==> config.mk <==
export PLATFORM = sky130hd
export DESIGN_NAME = mini_core_top
export DESIGN_NICKNAME = d
export VERILOG_FILES = /design/src/design/pipe_pkg.sv /design/src/design/pipe_stage_reg.sv /design/src/design/pc_counter.sv /design/src/design/hazard_ctrl.sv /design/src/design/decode_regfile.sv /design/src/design/alu_exec.sv /design/src/design/imem_host.sv /design/src/design/mini_core_top.sv
export SDC_FILE = /design/constraint.sdc
export NUM_CORES = 1
export LEC_CHECK = 0
export BUFFER_PORTS_ARGS = -buffer_cell sky130_fd_sc_hd__buf_2
export CORE_MARGIN = 2
export CORE_UTILIZATION = 50
export DETAILED_ROUTE_END_ITERATION = 8
export GPL_ROUTABILITY_DRIVEN = 1
export GPL_TIMING_DRIVEN = 1
export PLACE_DENSITY = 0.71
export SYNTH_ARGS = -nofsm -noshare
export SYNTH_HDL_FRONTEND = slang
export SYNTH_SLANG_ARGS = --single-unit
==> constraint.sdc <==
create_clock -name clk -period 4.1 [get_ports clk]
set_input_delay 0 -clock clk [delete_from_list [all_inputs] [get_ports clk]]
set_output_delay 0 -clock clk [all_outputs]
set_load 0.02 [all_outputs]
==> src/design/pipe_pkg.sv <==
`default_nettype none

package pipe_pkg;

  localparam int INST_WIDTH     = 16;
  localparam int DATA_WIDTH     = 16;
  localparam int REG_ADDR_WIDTH = 4;  // 16 registers

  // Instruction bits 15:12
  typedef enum logic [3:0] {
    OP_NOP  = 4'h0,
    OP_ADD  = 4'h1,
    OP_SUB  = 4'h2,
    OP_AND  = 4'h3,
    OP_OR   = 4'h4,
    OP_XOR  = 4'h5,
    OP_ADDI = 4'h6,  // rd = rs + sext(imm4)
    OP_LUI  = 4'h7,  // rd = {imm8, 8'h00}
    OP_HALT = 4'hf
  } opcode_t;

  typedef enum logic [1:0] {
    ST_IDLE  = 2'd0,
    ST_RUN   = 2'd1,
    ST_DRAIN = 2'd2,
    ST_DONE  = 2'd3
  } core_state_t;

endpackage

`default_nettype wire

==> src/design/pipe_stage_reg.sv <==
`timescale 1ns/10ps
`default_nettype none

// Zero is a bubble in every stage, so flush and reset both clear

module pipe_stage_reg #(
  parameter int WIDTH = 16
) (
  input  logic             clk,
  input  logic             reset,
  input  logic             stall,
  input  logic             flush,
  input  logic [WIDTH-1:0] d,
  output logic [WIDTH-1:0] q
);

  always_ff @(posedge clk) begin
    if (reset || flush) begin
      q <= '0;
    end else if (!stall) begin
      q <= d;
    end
  end

endmodule

`default_nettype wire

==> src/design/pc_counter.sv <==
`timescale 1ns/10ps
`default_nettype none

module pc_counter #(
  parameter int IMEM_ADDR_WIDTH = 5
) (
  input  logic                       clk,
  input  logic                       reset,
  input  logic                       start_pulse,
  input  logic                       stall,
  input  logic                       run,
  output logic [IMEM_ADDR_WIDTH-1:0] pc
);

  always_ff @(posedge clk) begin
    if (reset || start_pulse) begin
      pc <= '0;
    end else if (run && !stall) begin
      pc <= pc + 1'b1;  // Wraps at memory depth
    end
  end

endmodule

`default_nettype wire

==> src/design/hazard_ctrl.sv <==
`timescale 1ns/10ps
`default_nettype none

module hazard_ctrl (
  input  logic                                clk,
  input  logic                                reset,
  input  logic                                start_pulse,
  input  logic                                halt_in_decode,
  input  logic [pipe_pkg::REG_ADDR_WIDTH-1:0] rs_addr,
  input  logic [pipe_pkg::REG_ADDR_WIDTH-1:0] rt_addr,
  input  logic                                rs_used,
  input  logic                                rt_used,
  input  logic [pipe_pkg::REG_ADDR_WIDTH-1:0] id_ex_rd,
  input  logic                                id_ex_we,
  input  logic [pipe_pkg::REG_ADDR_WIDTH-1:0] ex_wb_rd,
  input  logic                                ex_wb_we,
  output logic                                run,
  output logic                                fetch_stall,
  output logic                                if_id_stall,
  output logic                                if_id_flush,
  output logic                                id_ex_flush,
  output logic                                ex_wb_flush,
  output logic                                busy,
  output logic                                done
);
  import pipe_pkg::*;

  localparam int DRAIN_CYCLES = 2;

  core_state_t state;
  logic [1:0]  drain_cnt;
  logic        raw_hazard;
  logic        halt_seen;

  // Source still waiting on a write from execute or writeback
  function automatic logic pending_write(input logic [REG_ADDR_WIDTH-1:0] addr);
    pending_write = (addr != '0) &&
                    ((id_ex_we && id_ex_rd == addr) || (ex_wb_we && ex_wb_rd == addr));
  endfunction

  always_ff @(posedge clk) begin
    if (reset) begin
      state     <= ST_IDLE;
      drain_cnt <= '0;
    end else begin
      case (state)
        ST_IDLE, ST_DONE: begin
          if (start_pulse) state <= ST_RUN;
        end
        ST_RUN: begin
          if (halt_in_decode) begin
            state     <= ST_DRAIN;
            drain_cnt <= '0;
          end
        end
        ST_DRAIN: begin
          drain_cnt <= drain_cnt + 2'd1;
          if (drain_cnt == 2'(DRAIN_CYCLES - 1)) state <= ST_DONE;  // Last writeback done
        end
        default: state <= ST_IDLE;
      endcase
    end
  end

  assign run  = (state == ST_RUN);
  assign busy = (state == ST_RUN) || (state == ST_DRAIN);
  assign done = (state == ST_DONE);

  assign raw_hazard = (rs_used && pending_write(rs_addr)) ||
                      (rt_used && pending_write(rt_addr));
  assign halt_seen  = run && halt_in_decode;

  assign fetch_stall = raw_hazard || halt_seen;
  assign if_id_stall = raw_hazard;
  assign if_id_flush = start_pulse || halt_seen || !run;  // Nothing fetched outside run
  assign id_ex_flush = start_pulse || raw_hazard;         // Bubble behind a stalled decode
  assign ex_wb_flush = start_pulse;

endmodule

`default_nettype wire

==> src/design/decode_regfile.sv <==
`timescale 1ns/10ps
`default_nettype none

module decode_regfile (
  input  logic                                clk,
  input  logic                                reset,
  input  logic                                start_pulse,
  input  logic [pipe_pkg::INST_WIDTH-1:0]     inst,
  input  logic [pipe_pkg::REG_ADDR_WIDTH-1:0] wb_rd,
  input  logic [pipe_pkg::DATA_WIDTH-1:0]     wb_data,
  input  logic                                wb_we,
  input  logic [pipe_pkg::REG_ADDR_WIDTH-1:0] host_reg_addr,
  output pipe_pkg::opcode_t                   opcode,
  output logic [pipe_pkg::REG_ADDR_WIDTH-1:0] rd_addr,
  output logic [pipe_pkg::REG_ADDR_WIDTH-1:0] rs_addr,
  output logic [pipe_pkg::REG_ADDR_WIDTH-1:0] rt_addr,
  output logic                                rs_used,
  output logic                                rt_used,
  output logic [pipe_pkg::DATA_WIDTH-1:0]     rs_data,
  output logic [pipe_pkg::DATA_WIDTH-1:0]     rt_data,
  output logic [pipe_pkg::DATA_WIDTH-1:0]     imm_data,
  output logic                                write_en,
  output logic                                halt_in_decode,
  output logic [pipe_pkg::DATA_WIDTH-1:0]     host_reg_data,
  output logic [pipe_pkg::DATA_WIDTH-1:0]     retire_count
);
  import pipe_pkg::*;

  localparam int NUM_REGS = 1 << REG_ADDR_WIDTH;

  logic [DATA_WIDTH-1:0] regs [NUM_REGS];

  // Register 0 reads zero; a same-cycle writeback is passed straight through
  function automatic logic [DATA_WIDTH-1:0] read_reg(input logic [REG_ADDR_WIDTH-1:0] addr);
    if (addr == '0) read_reg = '0;
    else if (wb_we && wb_rd == addr) read_reg = wb_data;
    else read_reg = regs[addr];
  endfunction

  always_comb begin
    case (inst[INST_WIDTH-1 -: 4])
      OP_ADD, OP_SUB, OP_AND, OP_OR, OP_XOR,
      OP_ADDI, OP_LUI, OP_HALT: opcode = opcode_t'(inst[INST_WIDTH-1 -: 4]);
      default:                  opcode = OP_NOP;  // Unused codes
    endcase
  end

  assign rd_addr = inst[11:8];
  assign rs_addr = inst[7:4];
  assign rt_addr = inst[3:0];

  always_comb begin
    rs_used  = 1'b0;
    rt_used  = 1'b0;
    write_en = 1'b0;
    imm_data = '0;
    case (opcode)
      OP_ADD, OP_SUB, OP_AND, OP_OR, OP_XOR: begin
        rs_used  = 1'b1;
        rt_used  = 1'b1;
        write_en = 1'b1;
      end
      OP_ADDI: begin
        rs_used  = 1'b1;
        write_en = 1'b1;
        imm_data = {{(DATA_WIDTH-4){inst[3]}}, inst[3:0]};
      end
      OP_LUI: begin
        write_en = 1'b1;
        imm_data = {inst[7:0], 8'h00};
      end
      default: ;
    endcase
  end

  assign halt_in_decode = (opcode == OP_HALT);

  assign rs_data       = read_reg(rs_addr);
  assign rt_data       = read_reg(rt_addr);
  assign host_reg_data = (host_reg_addr == '0) ? '0 : regs[host_reg_addr];

  always_ff @(posedge clk) begin
    if (reset) begin
      for (int i = 0; i < NUM_REGS; i++) regs[i] <= '0;
    end else if (wb_we && wb_rd != '0) begin
      regs[wb_rd] <= wb_data;
    end
  end

  // Every write-enabled result counts, register 0 included
  always_ff @(posedge clk) begin
    if (reset || start_pulse) begin
      retire_count <= '0;
    end else if (wb_we) begin
      retire_count <= retire_count + 1'b1;
    end
  end

endmodule

`default_nettype wire

==> src/design/alu_exec.sv <==
`timescale 1ns/10ps
`default_nettype none

module alu_exec (
  input  pipe_pkg::opcode_t               opcode,
  input  logic [pipe_pkg::DATA_WIDTH-1:0] rs_data,
  input  logic [pipe_pkg::DATA_WIDTH-1:0] rt_data,
  input  logic [pipe_pkg::DATA_WIDTH-1:0] imm_data,
  output logic [pipe_pkg::DATA_WIDTH-1:0] result
);
  import pipe_pkg::*;

  logic                  use_imm;
  logic [DATA_WIDTH-1:0] operand_b;

  assign use_imm   = (opcode == OP_ADDI) || (opcode == OP_LUI);
  assign operand_b = use_imm ? imm_data : rt_data;

  always_comb begin
    case (opcode)
      OP_ADD,
      OP_ADDI: result = rs_data + operand_b;  // Wraps at 16 bits
      OP_SUB:  result = rs_data - operand_b;
      OP_AND:  result = rs_data & operand_b;
      OP_OR:   result = rs_data | operand_b;
      OP_XOR:  result = rs_data ^ operand_b;
      OP_LUI:  result = operand_b;            // Upper byte already placed
      default: result = '0;
    endcase
  end

endmodule

`default_nettype wire

==> src/design/imem_host.sv <==
`timescale 1ns/10ps
`default_nettype none

module imem_host #(
  parameter int IMEM_ADDR_WIDTH = 5
) (
  input  logic                                clk,
  input  logic                                reset,
  input  logic                                cyc,
  input  logic                                stb,
  input  logic                                we,
  input  logic [7:0]                          adr,
  input  logic [pipe_pkg::DATA_WIDTH-1:0]     dat_w,
  input  logic [IMEM_ADDR_WIDTH-1:0]          pc,
  input  logic                                busy,
  input  logic                                done,
  input  logic [pipe_pkg::DATA_WIDTH-1:0]     host_reg_data,
  input  logic [pipe_pkg::DATA_WIDTH-1:0]     retire_count,
  output logic [pipe_pkg::DATA_WIDTH-1:0]     dat_r,
  output logic                                ack,
  output logic                                start_pulse,
  output logic [pipe_pkg::INST_WIDTH-1:0]     fetch_inst,
  output logic [pipe_pkg::REG_ADDR_WIDTH-1:0] host_reg_addr
);
  import pipe_pkg::*;

  logic [INST_WIDTH-1:0] imem [1 << IMEM_ADDR_WIDTH];
  logic                  req;
  logic [1:0]            sel;
  logic [DATA_WIDTH-1:0] read_mux;

  assign req = cyc && stb && !ack;  // New request, not the one just acked
  assign sel = adr[7:6];

  assign host_reg_addr = adr[REG_ADDR_WIDTH-1:0];
  assign fetch_inst    = imem[pc];

  always_comb begin
    case (sel)
      2'd1:    read_mux = host_reg_data;
      2'd2:    read_mux = {{(DATA_WIDTH-2){1'b0}}, done, busy};
      2'd3:    read_mux = retire_count;
      default: read_mux = '0;  // Instruction memory is write only
    endcase
  end

  always_ff @(posedge clk) begin
    if (reset) begin
      ack         <= 1'b0;
      start_pulse <= 1'b0;
    end else begin
      ack         <= req;
      start_pulse <= req && we && sel == 2'd2 && dat_w[0] && !busy;
    end
  end

  always_ff @(posedge clk) begin
    if (req && we && sel == 2'd0 && !busy) begin
      imem[adr[IMEM_ADDR_WIDTH-1:0]] <= dat_w;
    end
    if (req && !we) begin
      dat_r <= read_mux;
    end
  end

endmodule

`default_nettype wire

==> src/design/mini_core_top.sv <==
`timescale 1ns/10ps
`default_nettype none

module mini_core_top #(
  parameter int IMEM_ADDR_WIDTH = 5
) (
  input  logic                            clk,
  input  logic                            reset,
  input  logic                            cyc,
  input  logic                            stb,
  input  logic                            we,
  input  logic [7:0]                      adr,
  input  logic [pipe_pkg::DATA_WIDTH-1:0] dat_w,
  output logic [pipe_pkg::DATA_WIDTH-1:0] dat_r,
  output logic                            ack
);
  import pipe_pkg::*;

  localparam int OP_BITS     = $bits(opcode_t);
  localparam int ID_EX_WIDTH = OP_BITS + REG_ADDR_WIDTH + 3 * DATA_WIDTH + 1;
  localparam int EX_WB_WIDTH = REG_ADDR_WIDTH + DATA_WIDTH + 1;

  logic                       start_pulse;
  logic                       busy;
  logic                       done;
  logic                       run;
  logic                       fetch_stall;
  logic                       if_id_stall;
  logic                       if_id_flush;
  logic                       id_ex_flush;
  logic                       ex_wb_flush;
  logic [IMEM_ADDR_WIDTH-1:0] pc;
  logic [INST_WIDTH-1:0]      fetch_inst;
  logic [INST_WIDTH-1:0]      id_inst;
  logic [REG_ADDR_WIDTH-1:0]  host_reg_addr;
  logic [DATA_WIDTH-1:0]      host_reg_data;
  logic [DATA_WIDTH-1:0]      retire_count;

  // Decode stage
  opcode_t                   dec_opcode;
  logic [REG_ADDR_WIDTH-1:0] dec_rd;
  logic [REG_ADDR_WIDTH-1:0] dec_rs;
  logic [REG_ADDR_WIDTH-1:0] dec_rt;
  logic                      rs_used;
  logic                      rt_used;
  logic [DATA_WIDTH-1:0]     dec_rs_data;
  logic [DATA_WIDTH-1:0]     dec_rt_data;
  logic [DATA_WIDTH-1:0]     dec_imm;
  logic                      dec_we;
  logic                      halt_in_decode;

  // Execute and writeback stages
  logic [ID_EX_WIDTH-1:0]    id_ex_q;
  logic [OP_BITS-1:0]        ex_op_bits;
  logic [REG_ADDR_WIDTH-1:0] ex_rd;
  logic [DATA_WIDTH-1:0]     ex_rs_data;
  logic [DATA_WIDTH-1:0]     ex_rt_data;
  logic [DATA_WIDTH-1:0]     ex_imm;
  logic                      ex_we;
  logic [DATA_WIDTH-1:0]     ex_result;
  logic [EX_WB_WIDTH-1:0]    ex_wb_q;
  logic [REG_ADDR_WIDTH-1:0] wb_rd;
  logic [DATA_WIDTH-1:0]     wb_data;
  logic                      wb_we;

  imem_host #(.IMEM_ADDR_WIDTH(IMEM_ADDR_WIDTH)) u_imem_host (
    .clk(clk), .reset(reset), .cyc(cyc), .stb(stb), .we(we), .adr(adr), .dat_w(dat_w),
    .pc(pc), .busy(busy), .done(done), .host_reg_data(host_reg_data),
    .retire_count(retire_count), .dat_r(dat_r), .ack(ack), .start_pulse(start_pulse),
    .fetch_inst(fetch_inst), .host_reg_addr(host_reg_addr)
  );

  hazard_ctrl u_hazard_ctrl (
    .clk(clk), .reset(reset), .start_pulse(start_pulse), .halt_in_decode(halt_in_decode),
    .rs_addr(dec_rs), .rt_addr(dec_rt), .rs_used(rs_used), .rt_used(rt_used),
    .id_ex_rd(ex_rd), .id_ex_we(ex_we), .ex_wb_rd(wb_rd), .ex_wb_we(wb_we),
    .run(run), .fetch_stall(fetch_stall), .if_id_stall(if_id_stall),
    .if_id_flush(if_id_flush), .id_ex_flush(id_ex_flush), .ex_wb_flush(ex_wb_flush),
    .busy(busy), .done(done)
  );

  pc_counter #(.IMEM_ADDR_WIDTH(IMEM_ADDR_WIDTH)) u_pc_counter (
    .clk(clk), .reset(reset), .start_pulse(start_pulse), .stall(fetch_stall),
    .run(run), .pc(pc)
  );

  pipe_stage_reg #(.WIDTH(INST_WIDTH)) u_if_id (
    .clk(clk), .reset(reset), .stall(if_id_stall), .flush(if_id_flush),
    .d(fetch_inst), .q(id_inst)
  );

  decode_regfile u_decode_regfile (
    .clk(clk), .reset(reset), .start_pulse(start_pulse), .inst(id_inst),
    .wb_rd(wb_rd), .wb_data(wb_data), .wb_we(wb_we), .host_reg_addr(host_reg_addr),
    .opcode(dec_opcode), .rd_addr(dec_rd), .rs_addr(dec_rs), .rt_addr(dec_rt),
    .rs_used(rs_used), .rt_used(rt_used), .rs_data(dec_rs_data), .rt_data(dec_rt_data),
    .imm_data(dec_imm), .write_en(dec_we), .halt_in_decode(halt_in_decode),
    .host_reg_data(host_reg_data), .retire_count(retire_count)
  );

  // Write enable sits at bit 0 of both later stages
  pipe_stage_reg #(.WIDTH(ID_EX_WIDTH)) u_id_ex (
    .clk(clk), .reset(reset), .stall(1'b0), .flush(id_ex_flush),
    .d({dec_opcode, dec_rd, dec_rs_data, dec_rt_data, dec_imm, dec_we}), .q(id_ex_q)
  );

  assign {ex_op_bits, ex_rd, ex_rs_data, ex_rt_data, ex_imm, ex_we} = id_ex_q;

  alu_exec u_alu_exec (
    .opcode(opcode_t'(ex_op_bits)), .rs_data(ex_rs_data), .rt_data(ex_rt_data),
    .imm_data(ex_imm), .result(ex_result)
  );

  pipe_stage_reg #(.WIDTH(EX_WB_WIDTH)) u_ex_wb (
    .clk(clk), .reset(reset), .stall(1'b0), .flush(ex_wb_flush),
    .d({ex_rd, ex_result, ex_we}), .q(ex_wb_q)
  );

  assign {wb_rd, wb_data, wb_we} = ex_wb_q;

endmodule

`default_nettype wire

# Word-level counts from Yosys, hierarchy flattened
# Memory sizes are Yosys's and may differ from the RTL's. A register that Yosys moved wholly into a read port is not among the register bits.
# Cells that the tools add are included.
# classes
n_eq_ne	37
div_mod_pow	0
n_bitwise	3
n_lt_le_gt_ge	0
n_reduce_logical	58
shifts	0
n_mux	25
addsub	5
n_mul	0
# ops
cell	count
16-bit case mux with 6 select lines	1
4-bit by 3-bit equality test with 1-bit output, second input constant	12
16-bit 2-to-1 mux	3
16-bit case mux with 3 select lines	1
16-bit case mux with 2 select lines	1
4-bit by 2-bit equality test with 1-bit output, second input constant	6
1-bit logical AND	20
16-bit by 1-bit adder with 16-bit output, second input constant	1
16-bit adder	1
16-bit bitwise AND	1
4-bit equality test	4
16-bit bitwise OR	1
16-bit OR reduction	1
16-bit subtractor	1
16-bit bitwise XOR	1
4-bit by 1-bit equality test with 1-bit output, second input constant	3
4-bit zero test	3
1-bit logical OR	12
4-bit nonzero test	3
1-bit 2-to-1 mux	11
2-bit equality test, second input constant	4
4-bit equality test, second input constant	2
2-bit 2-to-1 mux	4
4-bit 2-to-1 mux	2
other kinds (17)	29
# totals
reg_bits	89
out_inout_bits	17
memories	2
mem_bits_ro	0
input_bits	29
ramBits	768
wordCells	139
latchBits	0
# memory_table
memory	words	width	rd	rd_clocked_by_memory_dff	wr	line_no	text
u_imem_host.imem	32	16	1	1	1	imem_host.sv:27	logic [INST_WIDTH-1:0] imem [1 << IMEM_ADDR_WIDTH];
u_decode_regfile.regs	16	16	3	2	16	decode_regfile.sv:31	logic [DATA_WIDTH-1:0] regs [NUM_REGS];

# Longest topological paths before layout
# logic_depth
depth_word	11
depth_mapped	16
depth_no_buf	16

# Cells and area by module
# From an unflattened synthesis, not the netlist that was laid out.
# unflattened
hier_cells	3091
area_unflattened_um2	44293.7
# modules_own_cells
module	cells_per_inst	area_per_inst_um2	seq_area_each_um2	instances
imem_host	1194	20867.5	15895.2	1
decode_regfile	1189	16977.5	8007.7	1
alu_exec	313	2296.0	0.0	1
pipe_stage_reg (u_id_ex)	185	2090.8	1141.1	1
pipe_stage_reg (u_ex_wb)	69	760.7	420.4	1
pipe_stage_reg (u_if_id)	53	581.8	320.3	1
hazard_ctrl	63	484.2	80.1	1
pc_counter	24	231.5	100.1	1
mini_core_top	1	3.8	0.0	1

# Least setup slack after synthesis
# OpenSTA, ideal clock, no wires.
# synth_path
path_type	register to register
startpoint	register u_id_ex.q[56]
endpoint	register u_ex_wb.q[16]
synth_period_minus_slack_ns	3.515
setup_slack_ns	0.585
stages_incl_launch_ff	15
setup_time_ns	0.063
t_arrival_ns	3.452
path_cell_list	dfxtp_1 nand3b_2 buf_2 buf_1 mux2i_1 xnor2_1 inv_1 ha_1 nor2b_1 o31ai_1 a211oi_1 nand4_1 and3_1 or4_1 nand3_1
# synth_between
elab_chain_len	5
# synth_rtl
element	line_no	text
start, declared	pipe_stage_reg.sv:14	output logic [WIDTH-1:0] q
start signal, assigned	pipe_stage_reg.sv:19	q <= '0;
start signal, assigned	pipe_stage_reg.sv:21	q <= d;
4-bit by 3-bit equality test with 1-bit output	alu_exec.sv:16, alu_exec.sv:20	
1-bit logical OR	alu_exec.sv:16	assign use_imm = (opcode == OP_ADDI) || (opcode == OP_LUI);
16-bit 2-to-1 mux	alu_exec.sv:17	assign operand_b = use_imm ? imm_data : rt_data;
16-bit subtractor (tied with other cells)	alu_exec.sv:23	OP_SUB: result = rs_data - operand_b;
16-bit case mux with 6 select lines *	alu_exec.sv:20	case (opcode)
end signal, assigned	pipe_stage_reg.sv:19	
end signal, assigned	pipe_stage_reg.sv:21	
end, declared	pipe_stage_reg.sv:14	
# Mark *: on every way between the ends. The rest lies on a longest branch, timed or not.
# A chain may end at the register's enable or synchronous reset.

# Worst setup path in the final report
# layout_path
startpoint	register u_id_ex.q[54]
endpoint	register u_ex_wb.q[16]
# The elaborated chain is that of the path after synthesis.

==> results.sh <==
export IMPL_cts_setup_buffers=0
export IMPL_crit_top_cell="nand3_1"
export IMPL_yosys_mux_area_fraction_pct=20.2
export IMPL_numCtsBuffers=91
export IMPL_path_delay_family="simple AND/OR/NAND/NOR gates"
export IMPL_area_delta_synth_final_pct=12.0
export IMPL_clock_root_buffer="clkbuf_16"
export IMPL_total_power_uw=22800
export IMPL_synth_common_cells="784 x edfxtp_1, 304 x mux4_2, 253 x and2_1, 159 x nor2_1, 154 x mux2i_1"
export IMPL_vias=25600
export IMPL_ys_ff_latch=901
export IMPL_ir_drop_mv=0.505
export IMPL_avgSynthCellArea_um2=15.6
export IMPL_status="finished, final reports clean"
export IMPL_hp_class="input pin to flip-flop"
export IMPL_cp_slowest_stage_delay_ps=510
export IMPL_portBuffers=44
export IMPL_multiInputGateArea_um2=15400
export IMPL_postSynthCellCount=2702
export IMPL_io_pins=46
export IMPL_slowest_stage="dfxtp_1"
export IMPL_ys_warn_count=0
export IMPL_dpl_hpwl_um=69000
export IMPL_grt_antenna_before_repair=3
export IMPL_synthTopCellsByArea="edfxtp_1 56%, mux4_2 16%, dfxtp_1 5.6%"
export IMPL_grt_pass1_wl_um=167000
export IMPL_yosysTopAreaCell="edfxtp_1"
export IMPL_finalHoldViolations=0
export IMPL_final_util_pct=56.4
export IMPL_core_um2=83600
export IMPL_chipWidth_um=294
export IMPL_ys_seq_area_share_pct=61.5
export IMPL_synth_area_um2=42100
export IMPL_drive_gt1_share_pct=23.2
export IMPL_yosys_area_share_adder_pct=1.56
export IMPL_yosysMostFrequentCell="edfxtp_1"
export IMPL_path_max_fanout=20
export IMPL_yosys_area_share_simple_pct=8.17
export IMPL_fin_tns_setup_ps=0
export IMPL_max_slew_worst_pin_slew_ps=1220
export IMPL_cap_violations=0
export IMPL_overflow=0
export IMPL_clk_pin_slew_ps=60
export IMPL_worstPathArrival_ps=4280
export IMPL_worst_slack_ps=420
export IMPL_ys_types=66
export IMPL_fmax_mhz=272
export IMPL_wire_per_inst_um=29.0
export IMPL_ff_latch_area_um2=25900
export IMPL_power_density_nw_per_um2=483
export IMPL_post_route_period_util_pct=89.8
export IMPL_period_minus_slack_ps=3680
export IMPL_n_fill_cell=6352
export IMPL_start_kind="flip-flop"
export IMPL_synth_top_family_by_area="multiplexers"
export IMPL_setup_violations=0
export IMPL_netlist_area_leader_share_pct=55.9
export IMPL_ctsLongestPathBuffers=3
export IMPL_fin_skew_ps=49.3
export IMPL_final_antenna_net_count=0
export IMPL_firstDrtPassIters=5
export IMPL_crit_required_ps=4700
export IMPL_synth_xor_area_share_pct=1.25
export IMPL_die_h_um=294
export IMPL_synth_enable_flop_cells=784
export IMPL_worstPathCellList="nand3b_2, buf_4, mux2i_1, nor2_1, nand3_1, nor2_1, a21oi_1, xnor2_1, ha_1, inv_1, o21bai_1, a21o_1, nand3_1, and3_1, or4_1, nand3_1"
export IMPL_critPathBufInv=2
export IMPL_viasPerCell=6.50
export IMPL_synthArstFlopShare_pct=0
export IMPL_drt_iter0_drc=3005
export IMPL_num_antenna_cells=0
export IMPL_clock_sinks=901
export IMPL_drc=0
export IMPL_place_congestion=0.883
export IMPL_p_leak_uw=0.0155
export IMPL_finish_net_count=2862
export IMPL_drv_slew=0
export IMPL_cts_htree_levels=3
export IMPL_relSlewSlack_pct=18.5
export IMPL_dp_slack_ps=472
export IMPL_fp_row_count=106
export IMPL_clock_latency_ps=670
export IMPL_routed_wl_um=114000
export IMPL_cp_end_kind="flip-flop"
export IMPL_rsz0062_at_grt="false"
export IMPL_critPathKind="flip-flop to flip-flop"
export IMPL_start_util_pct=50.4
export IMPL_dieArea_um2=86600
export IMPL_grt_max_degree=68
export IMPL_grt_total_usage_pct=26.6
export IMPL_synth_compound_area_share_pct=4.95
export IMPL_ys_flop_type="edfxtp_1"
export IMPL_grt_pass1_vias=26100
export IMPL_cts_tree="yes"
[worst min-delay path, cell delays in order]
cell and delay (ps):
buf_2 200, mux4_2 310, inv_1 50, o21ai_0 120
[final cells by class]
| cell class | instances | area share [%] |
|---|---|---|
| Clock inverter | 49 | 0.955 |
| Inverter | 62 | 0.494 |
| Timing Repair Buffer | 165 | 2.82 |
| Tap cell | 1080 | 2.87 |
| Clock buffer | 120 | 5.35 |
| Sequential cell | 901 | 54.9 |
| Multi-Input combinational cell | 1560 | 32.6 |
[where the power goes]
part | internal [uW] | switching, uW
Clock | 4570 | 3570
Sequential | 10100 | 274
Combinational | 1920 | 2320
Total | 16600 | 6160
[flip-flops by register name, indices dropped and copies added (netlist names)]
| name | count |
|---|---|
| u_id_ex.q | 53 |
| u_imem_host.ack | 1 |
| u_decode_regfile.retire_count | 16 |
| u_pc_counter.pc | 5 |
| u_ex_wb.q | 21 |
| u_hazard_ctrl.state | 2 |
| u_imem_host.dat_r | 16 |
| u_imem_host.imem | 512 |
| u_hazard_ctrl.drain_cnt | 2 |
| u_decode_regfile.regs | 256 |
| u_imem_host.start_pulse | 1 |
| u_if_id.q | 16 |
[layer usage]
metal	up-vias	share of wire (%)	track usage, %
met1	13000	37	33.6
li1	10800	-	-
met5	-	0.024	0
met2	1489	49	44.0
met4	4	5.4	14.3
met3	329	8.5	4.55
[final timing paths]
kind / startpoint / endpoint / slack [ps] / cells after the start
worst min-delay path: adr[3] / u_imem_host.dat_r[12] / 120 / 4
worst max-delay path: u_id_ex.q[54] / u_ex_wb.q[16] / 420 / 16
worst min register to register: u_if_id.q[11] / u_id_ex.q[52] / 460 / 1
worst max register to register: u_id_ex.q[54] / u_ex_wb.q[16] / 420 / 16
[kinds of logic (layout without fill, tap and decap cells)]
logic type / after synthesis / after routing
xor gates and xnor gates: 60 / 60
AOI/OAI and AO/OA: 317 / 317
DFF: 901 / 901
adders and majority gates: 52 / 52
buffers and inverters: 256 / 396
and+or+nand+nor: 648 / 648
other: 1 / 16
muxes: 467 / 467
[layout by cell type (no fill, tap or decap), types with 24 or more instances in the layout]
master         count
edfxtp_1         784
mux4_2           304
and2_1           253
mux2i_1          154
nor2_1           130
dfxtp_1          109
a21oi_1          104
clkbuf_16         93
buf_4             87
nand2_1           71
o221ai_1          64
inv_1             61
nor3_1            53
ha_1              51
buf_2             43
o21ai_0           40
o22ai_1           40
xnor2_1           31
nor2_2            29
xor2_1            29
dlygate4sd3_1     24
[stage by stage]
step,std cells,instance area [um^2],hold WS [ps]
5_1_grt,3937,47100,133
2_1_floorplan,2717,42200,98.9
3_3_place_gp,3744,43900,286
4_1_cts,3937,47100,101
6_report,3937,47100,124
3_5_place_dp,3744,43900,284
[repair_timing]
| action | CTS | global route |
|---|---|---|
| endpoints found under the hold margin | 534 | 0 |
| resized for setup | 0 | 0 |
| hold buffers | 24 | 0 |
No activity file was read; power rests on OpenSTA's default activity.
